`src/include/clock_settings.svh`:
```
`ifndef CLOCK_SETTINGS_SVH
`define CLOCK_SETTINGS_SVH

// clock cycles per one-second tick, 8 keeps simulation short.
`define CLK_PER_SEC 8

// clock cycles per blink phase.
`define BLINK_HALF 2

`endif

```
`src/logic/clock_pkg.sv`:
```
package clock_pkg;

	typedef logic [3:0] bcd_t; // one display digit.
	typedef logic [23:0] disp_word_t; // hour tens in 23:20.

	// one-hot main modes.
	typedef enum logic [2:0]
	{
		clock_set = 3'b001,
		clock24 = 3'b010,
		alarm = 3'b100
	} main_mode_t;

	// fld_idle doubles as the on/off screen in alarm mode.
	typedef enum logic [6:0]
	{
		fld_idle = 7'b0000001,
		fld_hour_t = 7'b0000010,
		fld_hour_o = 7'b0000100,
		fld_min_t = 7'b0001000,
		fld_min_o = 7'b0010000,
		fld_sec_t = 7'b0100000,
		fld_sec_o = 7'b1000000
	} set_field_t;

	// step a digit, back to 0 past its last value.
	function automatic bcd_t bcd_inc(input bcd_t d, input bcd_t last);
		return (d >= last) ? 4'd0 : d + 4'd1;
	endfunction

	// the hour ones stops at 3 in the twenties.
	function automatic bcd_t hour_o_last(input bcd_t ht);
		return (ht == 4'd2) ? 4'd3 : 4'd9;
	endfunction

endpackage

```
`src/logic/clock_digits_if.sv`:
```
`timescale 1ns/1ps

interface clock_digits_if import clock_pkg::*; ();

	bcd_t hour_t;
	bcd_t hour_o;
	bcd_t min_t;
	bcd_t min_o;
	bcd_t sec_t;
	bcd_t sec_o;

	modport src (output hour_t, hour_o, min_t, min_o, sec_t, sec_o);

	modport snk (input hour_t, hour_o, min_t, min_o, sec_t, sec_o);

endinterface

```
`src/logic/time_counter.sv`:
```
`timescale 1ns/1ps
`include "clock_settings.svh"

module time_counter import clock_pkg::*;
(
	input logic clk,
	input logic rst_n,
	input main_mode_t mode,
	input set_field_t field,
	input logic edit_up,
	clock_digits_if.src time_d
);

	localparam int PW = $clog2(`CLK_PER_SEC + 1);
	localparam logic [PW-1:0] PRE_LAST = PW'(`CLK_PER_SEC - 1);

	logic [PW-1:0] pre_cnt;
	logic running;
	logic tick;
	bcd_t hour_t, hour_o, min_t, min_o, sec_t, sec_o;
	bcd_t hour_t_nxt;

	assign running = (mode != clock_set) || (field == fld_idle);
	assign tick = running && (pre_cnt == PRE_LAST);
	assign hour_t_nxt = bcd_inc(hour_t, 4'd2);

	// ########################################
	// seconds prescaler
	// ########################################
	always_ff @(posedge clk)
	begin
		if (!rst_n)
			pre_cnt <= '0;
		else if (tick)
			pre_cnt <= '0;
		else if (running)
			pre_cnt <= pre_cnt + 1'b1;
	end

	// ########################################
	// time of day and digit editing
	// ########################################
	always_ff @(posedge clk)
	begin
		if (!rst_n)
		begin
			hour_t <= '0;
			hour_o <= '0;
			min_t <= '0;
			min_o <= '0;
			sec_t <= '0;
			sec_o <= '0;
		end
		else if (tick)
		begin
			sec_o <= bcd_inc(sec_o, 4'd9);
			if (sec_o == 4'd9)
			begin
				sec_t <= bcd_inc(sec_t, 4'd5);
				if (sec_t == 4'd5)
				begin
					min_o <= bcd_inc(min_o, 4'd9);
					if (min_o == 4'd9)
					begin
						min_t <= bcd_inc(min_t, 4'd5);
						if (min_t == 4'd5)
						begin
							hour_o <= bcd_inc(hour_o, hour_o_last(hour_t));
							if (hour_o == hour_o_last(hour_t))
								hour_t <= hour_t_nxt; // 23 wraps to 00 here.
						end
					end
				end
			end
		end
		else if (edit_up && mode == clock_set)
		begin
			case (field)
				fld_hour_t:
				begin
					hour_t <= hour_t_nxt;
					if (hour_t_nxt == 4'd2 && hour_o > 4'd3)
						hour_o <= '0; // no 24..29.
				end
				fld_hour_o: hour_o <= bcd_inc(hour_o, hour_o_last(hour_t));
				fld_min_t: min_t <= bcd_inc(min_t, 4'd5);
				fld_min_o: min_o <= bcd_inc(min_o, 4'd9);
				fld_sec_t: sec_t <= bcd_inc(sec_t, 4'd5);
				fld_sec_o: sec_o <= bcd_inc(sec_o, 4'd9);
				default: ;
			endcase
		end
	end

	assign time_d.hour_t = hour_t;
	assign time_d.hour_o = hour_o;
	assign time_d.min_t = min_t;
	assign time_d.min_o = min_o;
	assign time_d.sec_t = sec_t;
	assign time_d.sec_o = sec_o;

endmodule

```
`src/logic/alarm_store.sv`:
```
`timescale 1ns/1ps

module alarm_store import clock_pkg::*;
(
	input logic clk,
	input logic rst_n,
	input main_mode_t mode,
	input set_field_t field,
	input logic edit_up,
	clock_digits_if.snk time_d,
	clock_digits_if.src alarm_d,
	output logic alarm_on,
	output logic alarm_ring
);

	bcd_t al_hour_t, al_hour_o, al_min_t, al_min_o;
	bcd_t al_hour_t_nxt;
	logic al_edit;
	logic on_nxt;
	logic match;

	assign al_edit = edit_up && (mode == alarm);
	assign al_hour_t_nxt = bcd_inc(al_hour_t, 4'd2);
	assign on_nxt = alarm_on ^ (al_edit && field == fld_idle);

	// hours and minutes only, so the ring lasts the whole minute.
	assign match = (time_d.hour_t == al_hour_t) && (time_d.hour_o == al_hour_o) &&
		(time_d.min_t == al_min_t) && (time_d.min_o == al_min_o);

	always_ff @(posedge clk)
	begin
		if (!rst_n)
		begin
			al_hour_t <= '0;
			al_hour_o <= '0;
			al_min_t <= '0;
			al_min_o <= '0;
			alarm_on <= 1'b0;
			alarm_ring <= 1'b0;
		end
		else
		begin
			alarm_on <= on_nxt;
			alarm_ring <= on_nxt && match; // drops with the switch, not a cycle late.
			if (al_edit)
			begin
				case (field)
					fld_hour_t:
					begin
						al_hour_t <= al_hour_t_nxt;
						if (al_hour_t_nxt == 4'd2 && al_hour_o > 4'd3)
							al_hour_o <= '0;
					end
					fld_hour_o: al_hour_o <= bcd_inc(al_hour_o, hour_o_last(al_hour_t));
					fld_min_t: al_min_t <= bcd_inc(al_min_t, 4'd5);
					fld_min_o: al_min_o <= bcd_inc(al_min_o, 4'd9);
					default: ;
				endcase
			end
		end
	end

	assign alarm_d.hour_t = al_hour_t;
	assign alarm_d.hour_o = al_hour_o;
	assign alarm_d.min_t = al_min_t;
	assign alarm_d.min_o = al_min_o;
	assign alarm_d.sec_t = 4'd0;
	assign alarm_d.sec_o = 4'd0;

endmodule

```
`src/logic/mode_ctrl.sv`:
```
`timescale 1ns/1ps
`include "clock_settings.svh"

module mode_ctrl import clock_pkg::*;
(
	input logic clk,
	input logic rst_n,
	input logic btn_mode,
	input logic btn_next,
	input logic btn_up,
	output main_mode_t mode,
	output set_field_t field,
	output logic blink,
	output logic edit_up
);

	localparam int BW = $clog2(`BLINK_HALF + 1);
	localparam logic [BW-1:0] BLINK_LAST = BW'(`BLINK_HALF - 1);

	logic [BW-1:0] blink_cnt;

	// ########################################
	// main mode and edit field
	// ########################################
	always_ff @(posedge clk)
	begin
		if (!rst_n)
		begin
			mode <= clock24;
			field <= fld_idle;
		end
		else if (btn_mode)
		begin
			case (mode)
				clock24: mode <= clock_set;
				clock_set: mode <= alarm;
				default: mode <= clock24;
			endcase
			field <= fld_idle;
		end
		else if (btn_next && mode != clock24)
		begin
			case (field)
				fld_idle: field <= fld_hour_t;
				fld_hour_t: field <= fld_hour_o;
				fld_hour_o: field <= fld_min_t;
				fld_min_t: field <= fld_min_o;
				fld_min_o: field <= (mode == alarm) ? fld_idle : fld_sec_t; // no alarm seconds.
				fld_sec_t: field <= fld_sec_o;
				default: field <= fld_idle;
			endcase
		end
	end

	// ########################################
	// blink phase and edit pulse
	// ########################################
	always_ff @(posedge clk)
	begin
		if (!rst_n)
		begin
			blink_cnt <= '0;
			blink <= 1'b0;
			edit_up <= 1'b0;
		end
		else
		begin
			edit_up <= btn_up;
			blink_cnt <= (blink_cnt == BLINK_LAST) ? '0 : blink_cnt + 1'b1;
			if (mode == clock24)
				blink <= 1'b0;
			else if (blink_cnt == BLINK_LAST)
				blink <= ~blink;
		end
	end

endmodule

```
`src/logic/display_select.sv`:
```
`timescale 1ns/1ps

module display_select import clock_pkg::*;
(
	input main_mode_t mode,
	input set_field_t field,
	input logic blink,
	input logic alarm_on,
	clock_digits_if.snk time_d,
	clock_digits_if.snk alarm_d,
	output disp_word_t disp
);

	disp_word_t time_w;
	disp_word_t alarm_w;
	disp_word_t blink_mask;
	logic [5:0] sel; // bit 5 is the hour tens.

	assign time_w = {time_d.hour_t, time_d.hour_o, time_d.min_t,
		time_d.min_o, time_d.sec_t, time_d.sec_o};
	assign alarm_w = {alarm_d.hour_t, alarm_d.hour_o, alarm_d.min_t,
		alarm_d.min_o, alarm_d.sec_t, alarm_d.sec_o};

	// digits under edit.
	always_comb
	begin
		case (field)
			fld_hour_t: sel = 6'b100000;
			fld_hour_o: sel = 6'b010000;
			fld_min_t: sel = 6'b001000;
			fld_min_o: sel = 6'b000100;
			fld_sec_t: sel = 6'b000010;
			fld_sec_o: sel = 6'b000001;
			default: sel = 6'b111111; // idle blinks the whole time.
		endcase
	end

	// a blinking digit is forced to the blank code.
	always_comb
	begin
		for (int i = 0; i < 6; i++)
			blink_mask[i*4 +: 4] = {4{sel[i] & blink}};
	end

	always_comb
	begin
		case (mode)
			clock24:
			begin
				disp = time_w;
				if (time_d.hour_t == 4'd0)
					disp[23:20] = 4'hf; // no leading zero.
			end
			alarm:
			begin
				if (field == fld_idle)
					disp = alarm_on ? 24'hffffed : 24'hfffecc;
				else
					disp = alarm_w | blink_mask;
			end
			default: disp = time_w | blink_mask;
		endcase
	end

endmodule

```
`src/logic/alarm_clock_top.sv`:
```
`timescale 1ns/1ps

module alarm_clock_top import clock_pkg::*;
(
	input logic clk,
	input logic rst_n,
	input logic btn_mode,
	input logic btn_next,
	input logic btn_up,
	output logic [23:0] disp_out,
	output logic alarm_ring
);

	main_mode_t mode;
	set_field_t field;
	logic blink;
	logic edit_up;
	logic alarm_on;

	clock_digits_if time_if ();
	clock_digits_if alarm_if ();

	mode_ctrl mode_ctrl_i (
		.clk (clk),
		.rst_n (rst_n),
		.btn_mode (btn_mode),
		.btn_next (btn_next),
		.btn_up (btn_up),
		.mode (mode),
		.field (field),
		.blink (blink),
		.edit_up (edit_up)
	);

	time_counter time_counter_i (
		.clk (clk),
		.rst_n (rst_n),
		.mode (mode),
		.field (field),
		.edit_up (edit_up),
		.time_d (time_if.src)
	);

	alarm_store alarm_store_i (
		.clk (clk),
		.rst_n (rst_n),
		.mode (mode),
		.field (field),
		.edit_up (edit_up),
		.time_d (time_if.snk),
		.alarm_d (alarm_if.src),
		.alarm_on (alarm_on),
		.alarm_ring (alarm_ring)
	);

	display_select display_select_i (
		.mode (mode),
		.field (field),
		.blink (blink),
		.alarm_on (alarm_on),
		.time_d (time_if.snk),
		.alarm_d (alarm_if.snk),
		.disp (disp_out)
	);

endmodule

```
`config.mk`:
```
export PLATFORM = sky130hd
export DESIGN_NAME = alarm_clock_top
export DESIGN_NICKNAME = d
export VERILOG_FILES = /design/src/logic/clock_pkg.sv /design/src/logic/clock_digits_if.sv /design/src/logic/time_counter.sv /design/src/logic/alarm_store.sv /design/src/logic/mode_ctrl.sv /design/src/logic/display_select.sv /design/src/logic/alarm_clock_top.sv
export VERILOG_INCLUDE_DIRS = /design/src /design/src/include
export SDC_FILE = /design/constraint.sdc
export NUM_CORES = 1
export LEC_CHECK = 0
export BUFFER_PORTS_ARGS = -buffer_cell sky130_fd_sc_hd__buf_2
export CAP_MARGIN = 20
export CORE_ASPECT_RATIO = 0.6
export CORE_MARGIN = 1.5
export CORE_UTILIZATION = 50
export CTS_BUF_LIST = sky130_fd_sc_hd__clkbuf_8
export DETAILED_ROUTE_END_ITERATION = 8
export GPL_TIMING_DRIVEN = 0
export PLACE_DENSITY = 0.83
export SYNTH_ARGS = -nofsm -noshare
export SYNTH_HDL_FRONTEND = slang
export SYNTH_SLANG_ARGS = --single-unit
```
`constraint.sdc`:
```
create_clock -name clk -period 2.15 [get_ports clk]
set_input_delay 0.1075 -clock clk [delete_from_list [all_inputs] [get_ports clk]]
set_output_delay 0.1075 -clock clk [all_outputs]
set_load 0.05 [all_outputs]
```
==> impl_metrics.py <==
metrics = {
    "worst_hold_path": {
        "timing.hold.worst.class": "primary input to flop",
    },
    "sta": {
        "grt_setup_unrepaired": "yes",
        "maxClockFrequency_mhz": 416.9,
        "final.period_utilization_pct": 111.6,
        "layout_min_cycle_time_ns": 2.398,
        "setup-violations-final": 31,
        "hold_ws_ns": 0.04271,
        "setup_slack_after_layout_ns": -0.2484,
        "timing.clock.skew_ns": 0.01017,
        "report.final.hold_viol_count": 0,
        "worst_slew_margin_rel_pct": 45.68,
        "slew_violations": 0,
        "fin_setup_tns_ns": -3.852,
        "worst-slew-pin-transition_ns": 0.8148,
    },
    "cells_and_area": {
        "instances_no_fill": 724,
        "num_antenna_cells": 0,
        "drive_above_1_share_pct": 35.88,
        "largest_register": "mode_ctrl_i.field",
        "finalCoreUtilization_pct": 74.48,
        "largest_register_ffs": 7,
        "fin_area_um2": 5964,
        "final_net_count": 647,
        "area_delta_synth_final_pct": 42.04,
    },
    "clock_network": {
        "numCtsBuffers": 9,
        "clk_latency_ns": 0.37,
        "numClockSinks": 60,
        "worst_setup_hold_path_clk_slew_ns": 0.07,
        "root_buffer": "sky130_fd_sc_hd__clkbuf_8",
        "max_buffers_root_to_sink": 2,
        "cts_tree": "built",
        "cts_htree_levels": 3,
    },
    "run_status": {
        "failed_checks": "setup timing",
        "status": "finished, violations left",
    },
    "pwr": {
        "leakagePower_nw": 2.443,
        "p_int_mw": 2.084,
        "swShare_pct": 27.51,
        "post-layout-total-power_mw": 2.875,
        "combinationalPowerShare_pct": 14.0,
        "power.clock.fraction_pct": 46.1,
        "max_rail_drop_vdd_uv": 408.1,
        "switching_power_mw": 0.7911,
        "power_per_cell_area_nw_per_um2": 482.1,
        "p_seq_share_pct": 39.9,
    },
    "grt": {
        "pin_count_of_the_biggest_net_entering_global_routing": 11,
        "track_usage_pct": 34.29,
        "antenna_found_initial": 0,
        "grt_overflow_total": 0,
        "grt_pass1_wl_um": 23140,
        "number_of_global_route_vias_before_repair": 4357,
    },
    "die": {
        "placementRows": 25,
        "die_area_um2": 8975,
        "floorplan.die.height_um": 73.99,
        "initial_cell_density_of_the_core_pct": 52.44,
        "pin_count": 30,
        "dieWidth_um": 121.3,
        "floorplan.core_area_um2": 8008,
    },
    "worst_setup_path": {
        "critPathMaxFanout": 10,
        "critical_path.startpoint_type": "flop",
        "required_ns": 2.04,
        "crit_arrival_ns": 2.29,
        "worst_setup_path_category": "flop to output pin",
        "endpoint_kind": "output pin",
    },
    "yosys": {
        "synth_cell_type_count": 74,
        "average_footprint_of_a_synthesized_cell_um2": 7.968,
        "synth.most_common_cell": "sky130_fd_sc_hd__dfxtp_1",
        "netlist.area_leader.share_pct": 28.61,
        "synth_common_cells": "60 x sky130_fd_sc_hd__dfxtp_1, 56 x sky130_fd_sc_hd__nor2_1, 42 x sky130_fd_sc_hd__nand2_1",
        "postSynthCellCount": 527,
        "netlist.top_cell.by_area": "sky130_fd_sc_hd__dfxtp_1",
        "postSynth.asyncResetShare_pct": 0,
        "ys_ff_latch": 60,
        "synth-edff-count": 0,
        "yosys-top-cells-area": "sky130_fd_sc_hd__dfxtp_1 29%, sky130_fd_sc_hd__ha_1 9.2%, sky130_fd_sc_hd__nor2_1 5.0%, sky130_fd_sc_hd__xor2_1 4.2%, sky130_fd_sc_hd__nand2_1 3.8%",
        "synth_warnings": 0,
        "ys.flop_type": "sky130_fd_sc_hd__dfxtp_1",
        "yosysSeqAreaShare_pct": 28.61,
        "synthesis.nets": 563,
        "netlist_area_um2": 4199,
    },
    "routing": {
        "ant_nets": 0,
        "routed-wl-met3_um": 1766,
        "vias_per_cell": 6.773,
        "initialDrtViolationCount": 672,
        "drtPass1Iterations": 6,
        "via_count": 4904,
        "route.top_layer_used": "met4",
        "wl_per_cell_um": 22.59,
        "wl_met1_um": 6623,
        "drc_violation_count_after_routing": 0,
        "totalWireLength_um": 16350,
        "met2_wirelength_um": 7211,
    },
    "placed_design": {
        "global_placer_s_final_weighted_congestion": 0.9291,
        "dp_worst_setup_slack_ns": -0.4699,
        "io_buf_count": 29,
        "placed_area_um2": 4533,
        "placed_cells": 664,
        "place_hpwl_um": 9712,
    },
    "flow_run": {
        "max-cap-violations": 0,
    },
}
worst max-delay path, cell delays in order (launching register included):
cell and delay, ns:
sky130_fd_sc_hd__dfxtp_1 0.45, sky130_fd_sc_hd__clkbuf_4 0.30, sky130_fd_sc_hd__nor3_1 0.11, sky130_fd_sc_hd__a211oi_4 0.44
sky130_fd_sc_hd__o21ai_4 0.13, sky130_fd_sc_hd__buf_4 0.17, sky130_fd_sc_hd__o21ai_2 0.13, sky130_fd_sc_hd__buf_6 0.18
area by class of cell:
type / instances / area (um2)
Multi-Input combinational cell: 409 / 3341
Fill cell: 575 / 2043
Sequential cell: 60 / 1252
Timing Repair Buffer: 80 / 706.9
Buffer: 21 / 163.9
Clock buffer: 11 / 151.4
Tap cell: 108 / 135.1
Inverter: 30 / 115.1
Clock inverter: 5 / 98.84
placed cells by master (no fill, tap or decap), types with 17 or more instances in the layout:
| cell type | count |
|---|---|
| sky130_fd_sc_hd__o22ai_1 | 17 |
| sky130_fd_sc_hd__nand2_1 | 37 |
| sky130_fd_sc_hd__ha_1 | 25 |
| sky130_fd_sc_hd__buf_6 | 32 |
| sky130_fd_sc_hd__buf_4 | 45 |
| sky130_fd_sc_hd__xor2_1 | 19 |
| sky130_fd_sc_hd__a21oi_1 | 27 |
| sky130_fd_sc_hd__inv_1 | 26 |
| sky130_fd_sc_hd__nand3_1 | 22 |
| sky130_fd_sc_hd__nor2_1 | 55 |
| sky130_fd_sc_hd__dfxtp_1 | 39 |
logic make-up (layout without fill, tap and decap cells):
logic type | after synthesis | after routing | synth area share [%]
buffers and inverters | 58 | 147 | 5.602
AOI/OAI and AO/OA | 123 | 123 | 19.82
and+or+nand+nor | 217 | 217 | 28.46
xor gates and xnor gates | 27 | 27 | 5.632
DFF | 60 | 60 | 28.61
muxes | 11 | 11 | 2.652
adders and majority gates | 31 | 31 | 9.237
path summary, 6_finish.rpt:
kind / startpoint / cells past startpoint / slack (ns) / to
max reg2reg: mode_ctrl_i.field[2] / 8 / -0.17 / alarm_store_i.alarm_d.hour_o[1]
min: btn_mode / 3 / 0.04 / mode_ctrl_i.mode[2]
min reg2reg: mode_ctrl_i.blink_cnt[0] / 1 / 0.43 / mode_ctrl_i.blink_cnt[0]
max: mode_ctrl_i.field[1] / 7 / -0.25 / disp_out[9]
power by group through the flow:
stage	clock [mW]	sequential, mW	combinational, mW
finish	1.33	1.15	0.401
global route	1.37	1.15	0.419
CTS	1.32	1.15	0.355
detailed placement	0	1.17	0.314
global placement	0	1.17	0.306
floorplan	0	1.17	0.235
per-layer routing:
layer	vias up	GRT usage (%)
met5	-	0
met4	0	14.12
met3	91	9.433
met2	372	52.73
met1	2359	46.09
li1	2082	-
timing repair:
item                       4_1_cts  5_1_grt
buffers inserted                24       26
hold endpoints to repair         1        0
cloned                           0        0
gates resized for setup        126       91
setup endpoints to repair       54       55
pin swaps                       31       30
hold buffers                     1        0
Note: power is estimated with default switching activity, not from simulation.
